$ cat src/include/slow_adc_config.svh
`ifndef SLOW_ADC_CONFIG_SVH
`define SLOW_ADC_CONFIG_SVH

////////////////////////////////////////////////////////////
// slave and sweep setup.
////////////////////////////////////////////////////////////

// 7-bit I2C address of the ADC.
`define SLOW_ADC_ADDR 7'h34

// configuration byte written before every read burst.
`define SLOW_ADC_CFG_BYTE 8'h07

// clock cycles per quarter of an SCL bit.
`define SLOW_ADC_PRESCALE 16'd4

// two bytes per channel on the read burst.
`define SLOW_ADC_CHANNELS 4

`endif

$ cat src/hw/slow_adc_pkg.sv
`default_nettype none

package slow_adc_pkg;

  // byte level commands, sequencer to shifter.
  typedef enum logic [2:0] {
    OP_START,
    OP_STOP,
    OP_WRITE,
    OP_READ_ACK,
    OP_READ_NACK
  } byte_op_e;

  // bit level commands, shifter to phy.
  typedef enum logic [1:0] {
    BIT_START,
    BIT_STOP,
    BIT_WRITE,
    BIT_READ
  } bit_op_e;

  typedef enum logic [3:0] {
    S_IDLE,
    S_W_START,
    S_W_ADDR,
    S_W_CFG,
    S_W_STOP,
    S_R_START,
    S_R_ADDR,
    S_R_DATA,
    S_R_STOP,
    S_ABORT
  } seq_state_e;

endpackage

`default_nettype wire

$ cat src/hw/adc_sequencer.sv
`timescale 1ns/1ns
`default_nettype none

`include "slow_adc_config.svh"

module adc_sequencer (
  input  wire                     clk,
  input  wire                     rst,
  output slow_adc_pkg::byte_op_e  byte_op_o,
  output logic [7:0]              tx_byte_o,
  output logic                    byte_req_o,
  input  wire                     byte_ack_i,
  input  wire                     nack_i,
  output logic                    data_strobe_o,
  output logic [2:0]              byte_index_o,
  output logic                    missed_ack_o
);

  localparam logic [2:0] LAST_BYTE = 3'(`SLOW_ADC_CHANNELS * 2 - 1);

  slow_adc_pkg::seq_state_e state;
  logic [2:0]               byte_cnt;
  logic                     byte_done;

  assign byte_done = byte_req_o && byte_ack_i;

  // op and data follow the state, which only moves once the request drops.
  always_comb begin
    byte_op_o = slow_adc_pkg::OP_STOP;
    tx_byte_o = 8'h00;
    case (state)
      slow_adc_pkg::S_W_START,
      slow_adc_pkg::S_R_START: begin
        byte_op_o = slow_adc_pkg::OP_START;
      end
      slow_adc_pkg::S_W_ADDR: begin
        byte_op_o = slow_adc_pkg::OP_WRITE;
        tx_byte_o = {`SLOW_ADC_ADDR, 1'b0};
      end
      slow_adc_pkg::S_W_CFG: begin
        byte_op_o = slow_adc_pkg::OP_WRITE;
        tx_byte_o = `SLOW_ADC_CFG_BYTE;
      end
      slow_adc_pkg::S_R_ADDR: begin
        byte_op_o = slow_adc_pkg::OP_WRITE;
        tx_byte_o = {`SLOW_ADC_ADDR, 1'b1};
      end
      slow_adc_pkg::S_R_DATA: begin
        // the last byte of the burst is nacked.
        byte_op_o = (byte_cnt == LAST_BYTE) ? slow_adc_pkg::OP_READ_NACK
                                            : slow_adc_pkg::OP_READ_ACK;
      end
      default: begin
        byte_op_o = slow_adc_pkg::OP_STOP;
      end
    endcase
  end

  ////////////////////////////////////////////////////////////
  // sweep control.
  ////////////////////////////////////////////////////////////

  always_ff @(posedge clk) begin
    if (rst) begin
      state         <= slow_adc_pkg::S_IDLE;
      byte_req_o    <= 1'b0;
      byte_cnt      <= 3'd0;
      data_strobe_o <= 1'b0;
      byte_index_o  <= 3'd0;
      missed_ack_o  <= 1'b0;
    end else begin
      data_strobe_o <= 1'b0;
      missed_ack_o  <= 1'b0;

      if (byte_done) begin
        byte_req_o <= 1'b0;
      end else if (!byte_req_o && !byte_ack_i && (state != slow_adc_pkg::S_IDLE)) begin
        byte_req_o <= 1'b1;
      end

      if (state == slow_adc_pkg::S_IDLE) begin
        state <= slow_adc_pkg::S_W_START;
      end else if (byte_done) begin
        case (state)
          slow_adc_pkg::S_W_START: state <= slow_adc_pkg::S_W_ADDR;
          slow_adc_pkg::S_W_STOP:  state <= slow_adc_pkg::S_R_START;
          slow_adc_pkg::S_R_START: state <= slow_adc_pkg::S_R_ADDR;
          slow_adc_pkg::S_W_ADDR,
          slow_adc_pkg::S_W_CFG,
          slow_adc_pkg::S_R_ADDR: begin
            if (nack_i) begin
              missed_ack_o <= 1'b1;
              state        <= slow_adc_pkg::S_ABORT;
            end else if (state == slow_adc_pkg::S_W_ADDR) begin
              state <= slow_adc_pkg::S_W_CFG;
            end else if (state == slow_adc_pkg::S_W_CFG) begin
              state <= slow_adc_pkg::S_W_STOP;
            end else begin
              byte_cnt <= 3'd0;
              state    <= slow_adc_pkg::S_R_DATA;
            end
          end
          slow_adc_pkg::S_R_DATA: begin
            data_strobe_o <= 1'b1;
            byte_index_o  <= byte_cnt;
            if (byte_cnt == LAST_BYTE) begin
              state <= slow_adc_pkg::S_R_STOP;
            end else begin
              byte_cnt <= byte_cnt + 3'd1;
            end
          end
          default: begin
            // stop of a finished or aborted sweep.
            state <= slow_adc_pkg::S_W_START;
          end
        endcase
      end
    end
  end

endmodule

`default_nettype wire

$ cat src/hw/i2c_bit_phy.sv
`timescale 1ns/1ns
`default_nettype none

`include "slow_adc_config.svh"

module i2c_bit_phy (
  input  wire                    clk,
  input  wire                    rst,
  input  wire slow_adc_pkg::bit_op_e bit_op_i,
  input  wire                    bit_tx_i,
  input  wire                    bit_req_i,
  output logic                   bit_ack_o,
  output logic                   bit_rx_o,
  input  wire                    scl_i,
  input  wire                    sda_i,
  output logic                   scl_t_o,
  output logic                   sda_t_o
);

  localparam logic [15:0] QUARTER_LAST = `SLOW_ADC_PRESCALE - 16'd1;

  slow_adc_pkg::bit_op_e op_q;
  logic                  tx_q;
  logic                  busy;
  logic [1:0]            quarter;
  logic [15:0]           presc_cnt;
  logic                  start_bit;
  logic                  stretched;
  logic                  quarter_end;

  // line levels {scl, sda} for one quarter of a bit op.
  // every op but STOP leaves SCL low at the end.
  function automatic logic [1:0] line_drive(input slow_adc_pkg::bit_op_e op,
                                            input logic tx,
                                            input logic [1:0] q);
    logic scl;
    logic sda;
    scl = (q == 2'd1) || (q == 2'd2);
    sda = 1'b1;
    case (op)
      slow_adc_pkg::BIT_START: begin
        // sda falls in q2 while scl is high.
        sda = (q < 2'd2);
      end
      slow_adc_pkg::BIT_STOP: begin
        // sda rises in q2 while scl is high.
        scl = (q != 2'd0);
        sda = q[1];
      end
      slow_adc_pkg::BIT_WRITE: begin
        sda = tx;
      end
      default: begin
        sda = 1'b1;
      end
    endcase
    return {scl, sda};
  endfunction

  assign start_bit = !busy && !bit_ack_o && bit_req_i;

  // a released SCL held low by the slave freezes the quarter.
  assign stretched = scl_t_o && !scl_i;

  assign quarter_end = busy && !stretched && (presc_cnt == 16'd0);

  ////////////////////////////////////////////////////////////
  // quarter sequencing and line drive.
  ////////////////////////////////////////////////////////////

  always_ff @(posedge clk) begin
    if (rst) begin
      busy      <= 1'b0;
      bit_ack_o <= 1'b0;
      quarter   <= 2'd0;
      presc_cnt <= 16'd0;
      scl_t_o   <= 1'b1;
      sda_t_o   <= 1'b1;
    end else begin
      if (start_bit) begin
        busy                 <= 1'b1;
        quarter              <= 2'd0;
        presc_cnt            <= QUARTER_LAST;
        {scl_t_o, sda_t_o}   <= line_drive(bit_op_i, bit_tx_i, 2'd0);
      end else if (busy) begin
        if (quarter_end) begin
          if (quarter == 2'd3) begin
            busy      <= 1'b0;
            bit_ack_o <= 1'b1;
          end else begin
            quarter            <= quarter + 2'd1;
            presc_cnt          <= QUARTER_LAST;
            {scl_t_o, sda_t_o} <= line_drive(op_q, tx_q, quarter + 2'd1);
          end
        end else if (!stretched) begin
          presc_cnt <= presc_cnt - 16'd1;
        end
      end else if (bit_ack_o && !bit_req_i) begin
        bit_ack_o <= 1'b0;
      end
    end
  end

  always_ff @(posedge clk) begin
    if (start_bit) begin
      op_q <= bit_op_i;
      tx_q <= bit_tx_i;
    end
    // sample at the end of the third quarter, scl high.
    if (quarter_end && (quarter == 2'd2) && (op_q == slow_adc_pkg::BIT_READ)) begin
      bit_rx_o <= sda_i;
    end
  end

endmodule

`default_nettype wire

$ cat src/hw/i2c_byte_shifter.sv
`timescale 1ns/1ns
`default_nettype none

module i2c_byte_shifter (
  input  wire                     clk,
  input  wire                     rst,
  input  wire slow_adc_pkg::byte_op_e byte_op_i,
  input  wire [7:0]               tx_byte_i,
  input  wire                     byte_req_i,
  output logic                    byte_ack_o,
  output logic [7:0]              rx_byte_o,
  output logic                    nack_o,
  output slow_adc_pkg::bit_op_e   bit_op_o,
  output logic                    bit_tx_o,
  output logic                    bit_req_o,
  input  wire                     bit_ack_i,
  input  wire                     bit_rx_i
);

  typedef enum logic [1:0] {
    SH_IDLE,
    SH_REQ,
    SH_REL,
    SH_DONE
  } sh_state_e;

  sh_state_e              state;
  slow_adc_pkg::byte_op_e op_q;
  logic [7:0]             shreg;
  logic [3:0]             bit_cnt;
  logic                   last_bit;
  logic                   next_bit;

  // bit 8 is the ack slot, read for writes and written for reads.
  function automatic slow_adc_pkg::bit_op_e pick_op(input slow_adc_pkg::byte_op_e op,
                                                    input logic [3:0] idx);
    case (op)
      slow_adc_pkg::OP_START: return slow_adc_pkg::BIT_START;
      slow_adc_pkg::OP_STOP:  return slow_adc_pkg::BIT_STOP;
      slow_adc_pkg::OP_WRITE: begin
        return (idx == 4'd8) ? slow_adc_pkg::BIT_READ : slow_adc_pkg::BIT_WRITE;
      end
      default: begin
        return (idx == 4'd8) ? slow_adc_pkg::BIT_WRITE : slow_adc_pkg::BIT_READ;
      end
    endcase
  endfunction

  function automatic logic pick_tx(input slow_adc_pkg::byte_op_e op,
                                   input logic [3:0] idx,
                                   input logic msb);
    if (op == slow_adc_pkg::OP_WRITE) begin
      return msb;
    end
    if (idx == 4'd8) begin
      return (op == slow_adc_pkg::OP_READ_NACK);
    end
    return 1'b1;
  endfunction

  assign last_bit = (op_q == slow_adc_pkg::OP_START) ||
                    (op_q == slow_adc_pkg::OP_STOP) ||
                    (bit_cnt == 4'd8);

  assign next_bit = (state == SH_REL) && !bit_ack_i && !last_bit;

  always_ff @(posedge clk) begin
    if (rst) begin
      state      <= SH_IDLE;
      byte_ack_o <= 1'b0;
      bit_req_o  <= 1'b0;
      nack_o     <= 1'b0;
      bit_cnt    <= 4'd0;
    end else begin
      case (state)
        SH_IDLE: begin
          if (byte_req_i) begin
            bit_cnt   <= 4'd0;
            nack_o    <= 1'b0;
            bit_req_o <= 1'b1;
            state     <= SH_REQ;
          end
        end
        SH_REQ: begin
          if (bit_ack_i) begin
            bit_req_o <= 1'b0;
            if ((op_q == slow_adc_pkg::OP_WRITE) && (bit_cnt == 4'd8)) begin
              nack_o <= bit_rx_i;
            end
            state <= SH_REL;
          end
        end
        SH_REL: begin
          if (!bit_ack_i) begin
            if (last_bit) begin
              byte_ack_o <= 1'b1;
              state      <= SH_DONE;
            end else begin
              bit_cnt   <= bit_cnt + 4'd1;
              bit_req_o <= 1'b1;
              state     <= SH_REQ;
            end
          end
        end
        default: begin
          if (!byte_req_i) begin
            byte_ack_o <= 1'b0;
            state      <= SH_IDLE;
          end
        end
      endcase
    end
  end

  ////////////////////////////////////////////////////////////
  // data path, msb first in both directions.
  ////////////////////////////////////////////////////////////

  always_ff @(posedge clk) begin
    if ((state == SH_IDLE) && byte_req_i) begin
      op_q     <= byte_op_i;
      shreg    <= tx_byte_i;
      bit_op_o <= pick_op(byte_op_i, 4'd0);
      bit_tx_o <= pick_tx(byte_op_i, 4'd0, tx_byte_i[7]);
    end
    if ((state == SH_REQ) && bit_ack_i && (bit_cnt < 4'd8)) begin
      shreg <= {shreg[6:0], bit_rx_i};
    end
    if (next_bit) begin
      bit_op_o <= pick_op(op_q, bit_cnt + 4'd1);
      bit_tx_o <= pick_tx(op_q, bit_cnt + 4'd1, shreg[7]);
    end
    if ((state == SH_REL) && !bit_ack_i && last_bit) begin
      rx_byte_o <= shreg;
    end
  end

endmodule

`default_nettype wire

$ cat src/hw/sample_assembler.sv
`timescale 1ns/1ns
`default_nettype none

`include "slow_adc_config.svh"

module sample_assembler (
  input  wire         clk,
  input  wire         rst,
  input  wire         data_strobe_i,
  input  wire  [2:0]  byte_index_i,
  input  wire  [7:0]  rx_byte_i,
  output logic [11:0] ain0_o,
  output logic [11:0] ain1_o,
  output logic [11:0] ain2_o,
  output logic [11:0] ain3_o,
  output logic        sample_valid_o
);

  localparam logic [2:0] LAST_BYTE = 3'(`SLOW_ADC_CHANNELS * 2 - 1);

  logic [3:0] msb_nibble;

  // even bytes carry the top four bits in the low nibble.
  always_ff @(posedge clk) begin
    if (data_strobe_i && !byte_index_i[0]) begin
      msb_nibble <= rx_byte_i[3:0];
    end
  end

  always_ff @(posedge clk) begin
    if (rst) begin
      ain0_o         <= 12'd0;
      ain1_o         <= 12'd0;
      ain2_o         <= 12'd0;
      ain3_o         <= 12'd0;
      sample_valid_o <= 1'b0;
    end else begin
      sample_valid_o <= data_strobe_i && (byte_index_i == LAST_BYTE);
      if (data_strobe_i && byte_index_i[0]) begin
        case (byte_index_i[2:1])
          2'd0:    ain0_o <= {msb_nibble, rx_byte_i};
          2'd1:    ain1_o <= {msb_nibble, rx_byte_i};
          2'd2:    ain2_o <= {msb_nibble, rx_byte_i};
          default: ain3_o <= {msb_nibble, rx_byte_i};
        endcase
      end
    end
  end

endmodule

`default_nettype wire

$ cat src/hw/slow_adc_top.sv
`timescale 1ns/1ns
`default_nettype none

module slow_adc_top (
  input  wire         clk,
  input  wire         rst,
  input  wire         scl_i,
  input  wire         sda_i,
  output logic        scl_t_o,
  output logic        sda_t_o,
  output logic [11:0] ain0_o,
  output logic [11:0] ain1_o,
  output logic [11:0] ain2_o,
  output logic [11:0] ain3_o,
  output logic        sample_valid_o,
  output logic        missed_ack_o
);

  slow_adc_pkg::byte_op_e byte_op;
  logic [7:0]             tx_byte;
  logic                   byte_req;
  logic                   byte_ack;
  logic [7:0]             rx_byte;
  logic                   nack;

  slow_adc_pkg::bit_op_e  bit_op;
  logic                   bit_tx;
  logic                   bit_req;
  logic                   bit_ack;
  logic                   bit_rx;

  logic                   data_strobe;
  logic [2:0]             byte_index;

  adc_sequencer u_sequencer (
    .clk           (clk),
    .rst           (rst),
    .byte_op_o     (byte_op),
    .tx_byte_o     (tx_byte),
    .byte_req_o    (byte_req),
    .byte_ack_i    (byte_ack),
    .nack_i        (nack),
    .data_strobe_o (data_strobe),
    .byte_index_o  (byte_index),
    .missed_ack_o  (missed_ack_o)
  );

  i2c_byte_shifter u_shifter (
    .clk        (clk),
    .rst        (rst),
    .byte_op_i  (byte_op),
    .tx_byte_i  (tx_byte),
    .byte_req_i (byte_req),
    .byte_ack_o (byte_ack),
    .rx_byte_o  (rx_byte),
    .nack_o     (nack),
    .bit_op_o   (bit_op),
    .bit_tx_o   (bit_tx),
    .bit_req_o  (bit_req),
    .bit_ack_i  (bit_ack),
    .bit_rx_i   (bit_rx)
  );

  i2c_bit_phy u_phy (
    .clk       (clk),
    .rst       (rst),
    .bit_op_i  (bit_op),
    .bit_tx_i  (bit_tx),
    .bit_req_i (bit_req),
    .bit_ack_o (bit_ack),
    .bit_rx_o  (bit_rx),
    .scl_i     (scl_i),
    .sda_i     (sda_i),
    .scl_t_o   (scl_t_o),
    .sda_t_o   (sda_t_o)
  );

  sample_assembler u_assembler (
    .clk            (clk),
    .rst            (rst),
    .data_strobe_i  (data_strobe),
    .byte_index_i   (byte_index),
    .rx_byte_i      (rx_byte),
    .ain0_o         (ain0_o),
    .ain1_o         (ain1_o),
    .ain2_o         (ain2_o),
    .ain3_o         (ain3_o),
    .sample_valid_o (sample_valid_o)
  );

endmodule

`default_nettype wire

$ cat config.mk
export PLATFORM = sky130hd
export DESIGN_NAME = slow_adc_top
export DESIGN_NICKNAME = d
export VERILOG_FILES = /design/src/hw/slow_adc_pkg.sv /design/src/hw/adc_sequencer.sv /design/src/hw/i2c_bit_phy.sv /design/src/hw/i2c_byte_shifter.sv /design/src/hw/sample_assembler.sv /design/src/hw/slow_adc_top.sv
export VERILOG_INCLUDE_DIRS = /design/src /design/src/include
export SDC_FILE = /design/constraint.sdc
export NUM_CORES = 1
export LEC_CHECK = 0
export BUFFER_PORTS_ARGS = -buffer_cell sky130_fd_sc_hd__buf_2
export CORE_ASPECT_RATIO = 0.75
export CORE_MARGIN = 10
export CORE_UTILIZATION = 40
export CTS_BUF_LIST = sky130_fd_sc_hd__clkbuf_2 sky130_fd_sc_hd__clkbuf_4 sky130_fd_sc_hd__clkbuf_8
export CTS_CLUSTER_DIAMETER = 50
export CTS_CLUSTER_SIZE = 20
export DETAILED_ROUTE_END_ITERATION = 10
export GPL_TIMING_DRIVEN = 0
export PLACE_DENSITY_LB_ADDON = 0.15
export SYNTH_ARGS = -nofsm -noshare
export SYNTH_HDL_FRONTEND = slang
export SYNTH_SLANG_ARGS = --single-unit
export TNS_END_PERCENT = 1
$ cat constraint.sdc
create_clock -name clk -period 3.45 [get_ports clk]
set_input_delay 0.345 -clock clk [delete_from_list [all_inputs] [get_ports clk]]
set_output_delay 0.345 -clock clk [all_outputs]
set_load 0.01 [all_outputs]
==> results.cfg <==
[outcome]
status = finished clean

[sta]
hold_viol = 0
drv_slew = 0
tightest_slew_ns = 1.190
setup_violations = 0
clock_skew_ns = 0.01450
fmax_mhz = 447.1
finalCritPeriodShare_pct = 64.83
rsz0062_at_grt = false
max-slew-margin-rel_pct = 19.82
period_needed_ns = 2.237
fin_setup_tns_ns = 0

[critical_path]
crit_end = u_phy.presc_cnt[2]
reg2reg_from = u_phy.presc_cnt[0]
start_kind = register
r2r_slack_ns = 1.21
r2r-end = u_phy.presc_cnt[2]
startpoint = u_phy.presc_cnt[0]
cp.arrival_ns = 2.55
required_ns = 3.77
cpPeakStageDelay_ns = 0.52
crit_path_cell_trace = inv_1, ha_1, nor3b_2, nand4_2, or4_4, nand2_2, buf_6, nor2_1
reg2regPathDepth = 8
crit_path_top_delay_cell = or4_4
crit_fanout = 10
end_kind = register
critical_path_class = register to register

[synth]
yosys.area.top_type = dfxtp_1
synth_area_um2 = 5194
synth_top_area_share_pct = 35.85
synth.most_common_cell = nand2_1
synth.area.top_cells = dfxtp_1 (36%), edfxtp_1 (17%), nand2_1 (9.5%)
avgSynthCellArea_um2 = 8.986
syn_nets = 590
synthFlopType = dfxtp_1
netlist_top_cells_count = nand2_1 (132), dfxtp_1 (93), a21oi_1 (69), nor2_1 (40), edfxtp_1 (30)
ys_ff_latch = 123
synth-seq-area-share_pct = 53.19
synth_cells = 578
synth_cell_types = 62
ys.warnings.count = 0
synth-edff-count = 30
synthArstFlopShare_pct = 0

[cts]
htree_levels = 4
cts_max_path_buffers = 2
clock_latency_ns = 0.42
clock_sinks = 123
hold_buffers = 0
ctsResizeCount = 0
clkSlewWorstSetupHoldPaths_ns = 0.07
numCtsBuffers = 17
ctsRootBufferMaster = clkbuf_8
postCtsSetupBuffers = 0
cts_tree = yes

[cells_and_area]
areaGrowthSynthToFinish_pct = 17.47
nets = 664
final_area_um2 = 6101
drive_gt1_share_pct = 15.94
final.fill_count = 1191
antenna_cells = 0

[route]
dr.pass1.iters = 5
drt_iter0_drc = 297
viasPerCell = 5.159
routed_wl_um = 12760
post-route-drc-count = 0
num_vias = 4287
wl_per_cell_um = 15.36
ant_nets = 0

[grt]
overflow = 0
grt_pass1_vias = 4090
track_usage_pct = 14.30
top_usage_layer = met1
grt_max_degree = 17
grt_use_met2_pct = 20.44
antenna_found_initial = 0
grt_use_met1_pct = 20.46
grt_pass1_wl_um = 20730
gr-usage-met3_pct = 3.927

[pwr]
p_leak_nw = 2.315
power.density_nw_per_um2 = 523.0
vdd_drop_max_mv = 0.2118

[flow_run]
cap_viol_max_count = 0

[floorplanning]
fp-row-count = 35
die-area_um2 = 17990
start_util_pct = 41.61
die-width_um = 151.6
core_area_um2 = 12480
top_level_ports = 56
die_h_um = 118.7

[place]
gp_congestion = 0.8584
port-buffer-count = 55
place_hpwl_um = 9463
placed_cell_area_um2 = 5677

[min_path]
hold_path.class = input port to register
[worst min-delay path by stage]
stage,end,cells past startpoint,from,slack (ns)
after floorplan,u_shifter.rx_byte_o[3],0,u_shifter.shreg[3],0.42
after global placement,u_shifter.rx_byte_o[3],0,u_shifter.shreg[3],0.43
after detailed placement,u_shifter.rx_byte_o[6],0,u_shifter.shreg[6],0.43
after CTS,u_phy.bit_rx_o,1,sda_i,0.08
after global routing,u_phy.bit_rx_o,1,sda_i,0.07
final,u_phy.bit_rx_o,1,sda_i,0.11
[report_power, final]
| group | total (mW) | leakage, nW | internal, mW | switching, mW |
|---|---|---|---|---|
| Sequential | 1.55 | 1.03 | 1.51 | 0.0384 |
| Combinational | 0.281 | 1.07 | 0.107 | 0.174 |
| Clock | 1.36 | 0.218 | 0.779 | 0.578 |
[cell usage in the layout, fill, tap and decap left out, drive strengths merged, types with 6 or more instances in the layout]
cell and count:
nand2 133, dfxtp 93, a21oi 69, buf 65
nor2 40, clkbuf 37, edfxtp 30, o21ai 23
inv 17, nor3 14, and2 9, nand2b 8
nand3 8, xor2 8, ha 8, or3 7
nor2b 7, and3 6
[metrics by stage]
stage | power, mW | hold WS (ns) | cells | util (%) | setup slack, ns
6_report | 3.191 | 0.1109 | 831 | 48.88 | 1.213
5_1_grt | 3.324 | 0.06905 | 831 | 48.88 | 1.038
4_1_cts | 3.222 | 0.08071 | 831 | 48.88 | 1.212
3_5_place_dp | 1.865 | 0.4294 | 799 | 45.48 | 1.222
3_3_place_gp | 1.857 | 0.4318 | 799 | 45.48 | 1.269
2_1_floorplan | 1.792 | 0.4174 | 578 | - | 1.552
[critical path: cells and delay by family, from the launching register on]
family        cells  cell delay, ns
simple gates      5            1.38
flops             1            0.32
buf+inv           2            0.26
fa+ha+maj         1            0.15
[flip-flops by register name (all words and copies together) (netlist names), 3 cells and up]
| register | count |
|---|---|
| u_assembler.ain2_o | 12 |
| u_sequencer.byte_cnt | 3 |
| u_phy.presc_cnt | 16 |
| u_shifter.rx_byte_o | 8 |
| u_assembler.msb_nibble | 4 |
| u_shifter.op_q | 3 |
| u_assembler.ain1_o | 12 |
| u_shifter.bit_cnt | 4 |
| u_assembler.ain3_o | 12 |
| u_shifter.shreg | 8 |
| u_sequencer.state | 4 |
| u_sequencer.byte_index_o | 3 |
| u_assembler.ain0_o | 12 |
[logic make-up after synthesis]
| family | after synthesis | share of synthesized area, % |
|---|---|---|
| AND/OR/NAND/NOR | 260 | 23.97 |
| adder cells (fa/ha/maj) | 8 | 1.927 |
| AO/OA/AOI/OAI | 127 | 14.19 |
| buffers and inverters | 41 | 3.348 |
| flip-flops | 123 | 53.19 |
| multiplexers | 6 | 1.180 |
| XOR/XNOR | 13 | 2.192 |
[layer usage]
layer | vias up | part of all wire [%]
met3 | 11 | 5.7
met5 | - | 0
met2 | 97 | 43
met1 | 2017 | 50
li1 | 2162 | -
met4 | 0 | 0.78
[layout make-up]
type,count,area (um^2),share of cell area [%]
buffer,25,113.9,1.866
clock buffer,22,284.0,4.655
clock inverter,10,140.1,2.297
inverter,16,60.06,0.9844
multi-input combinational,414,2257,37.00
sequential,123,2763,45.28
tap,166,207.7,3.404
timing repair buffer,55,275.3,4.512
(Power assumes the default switching activity.)
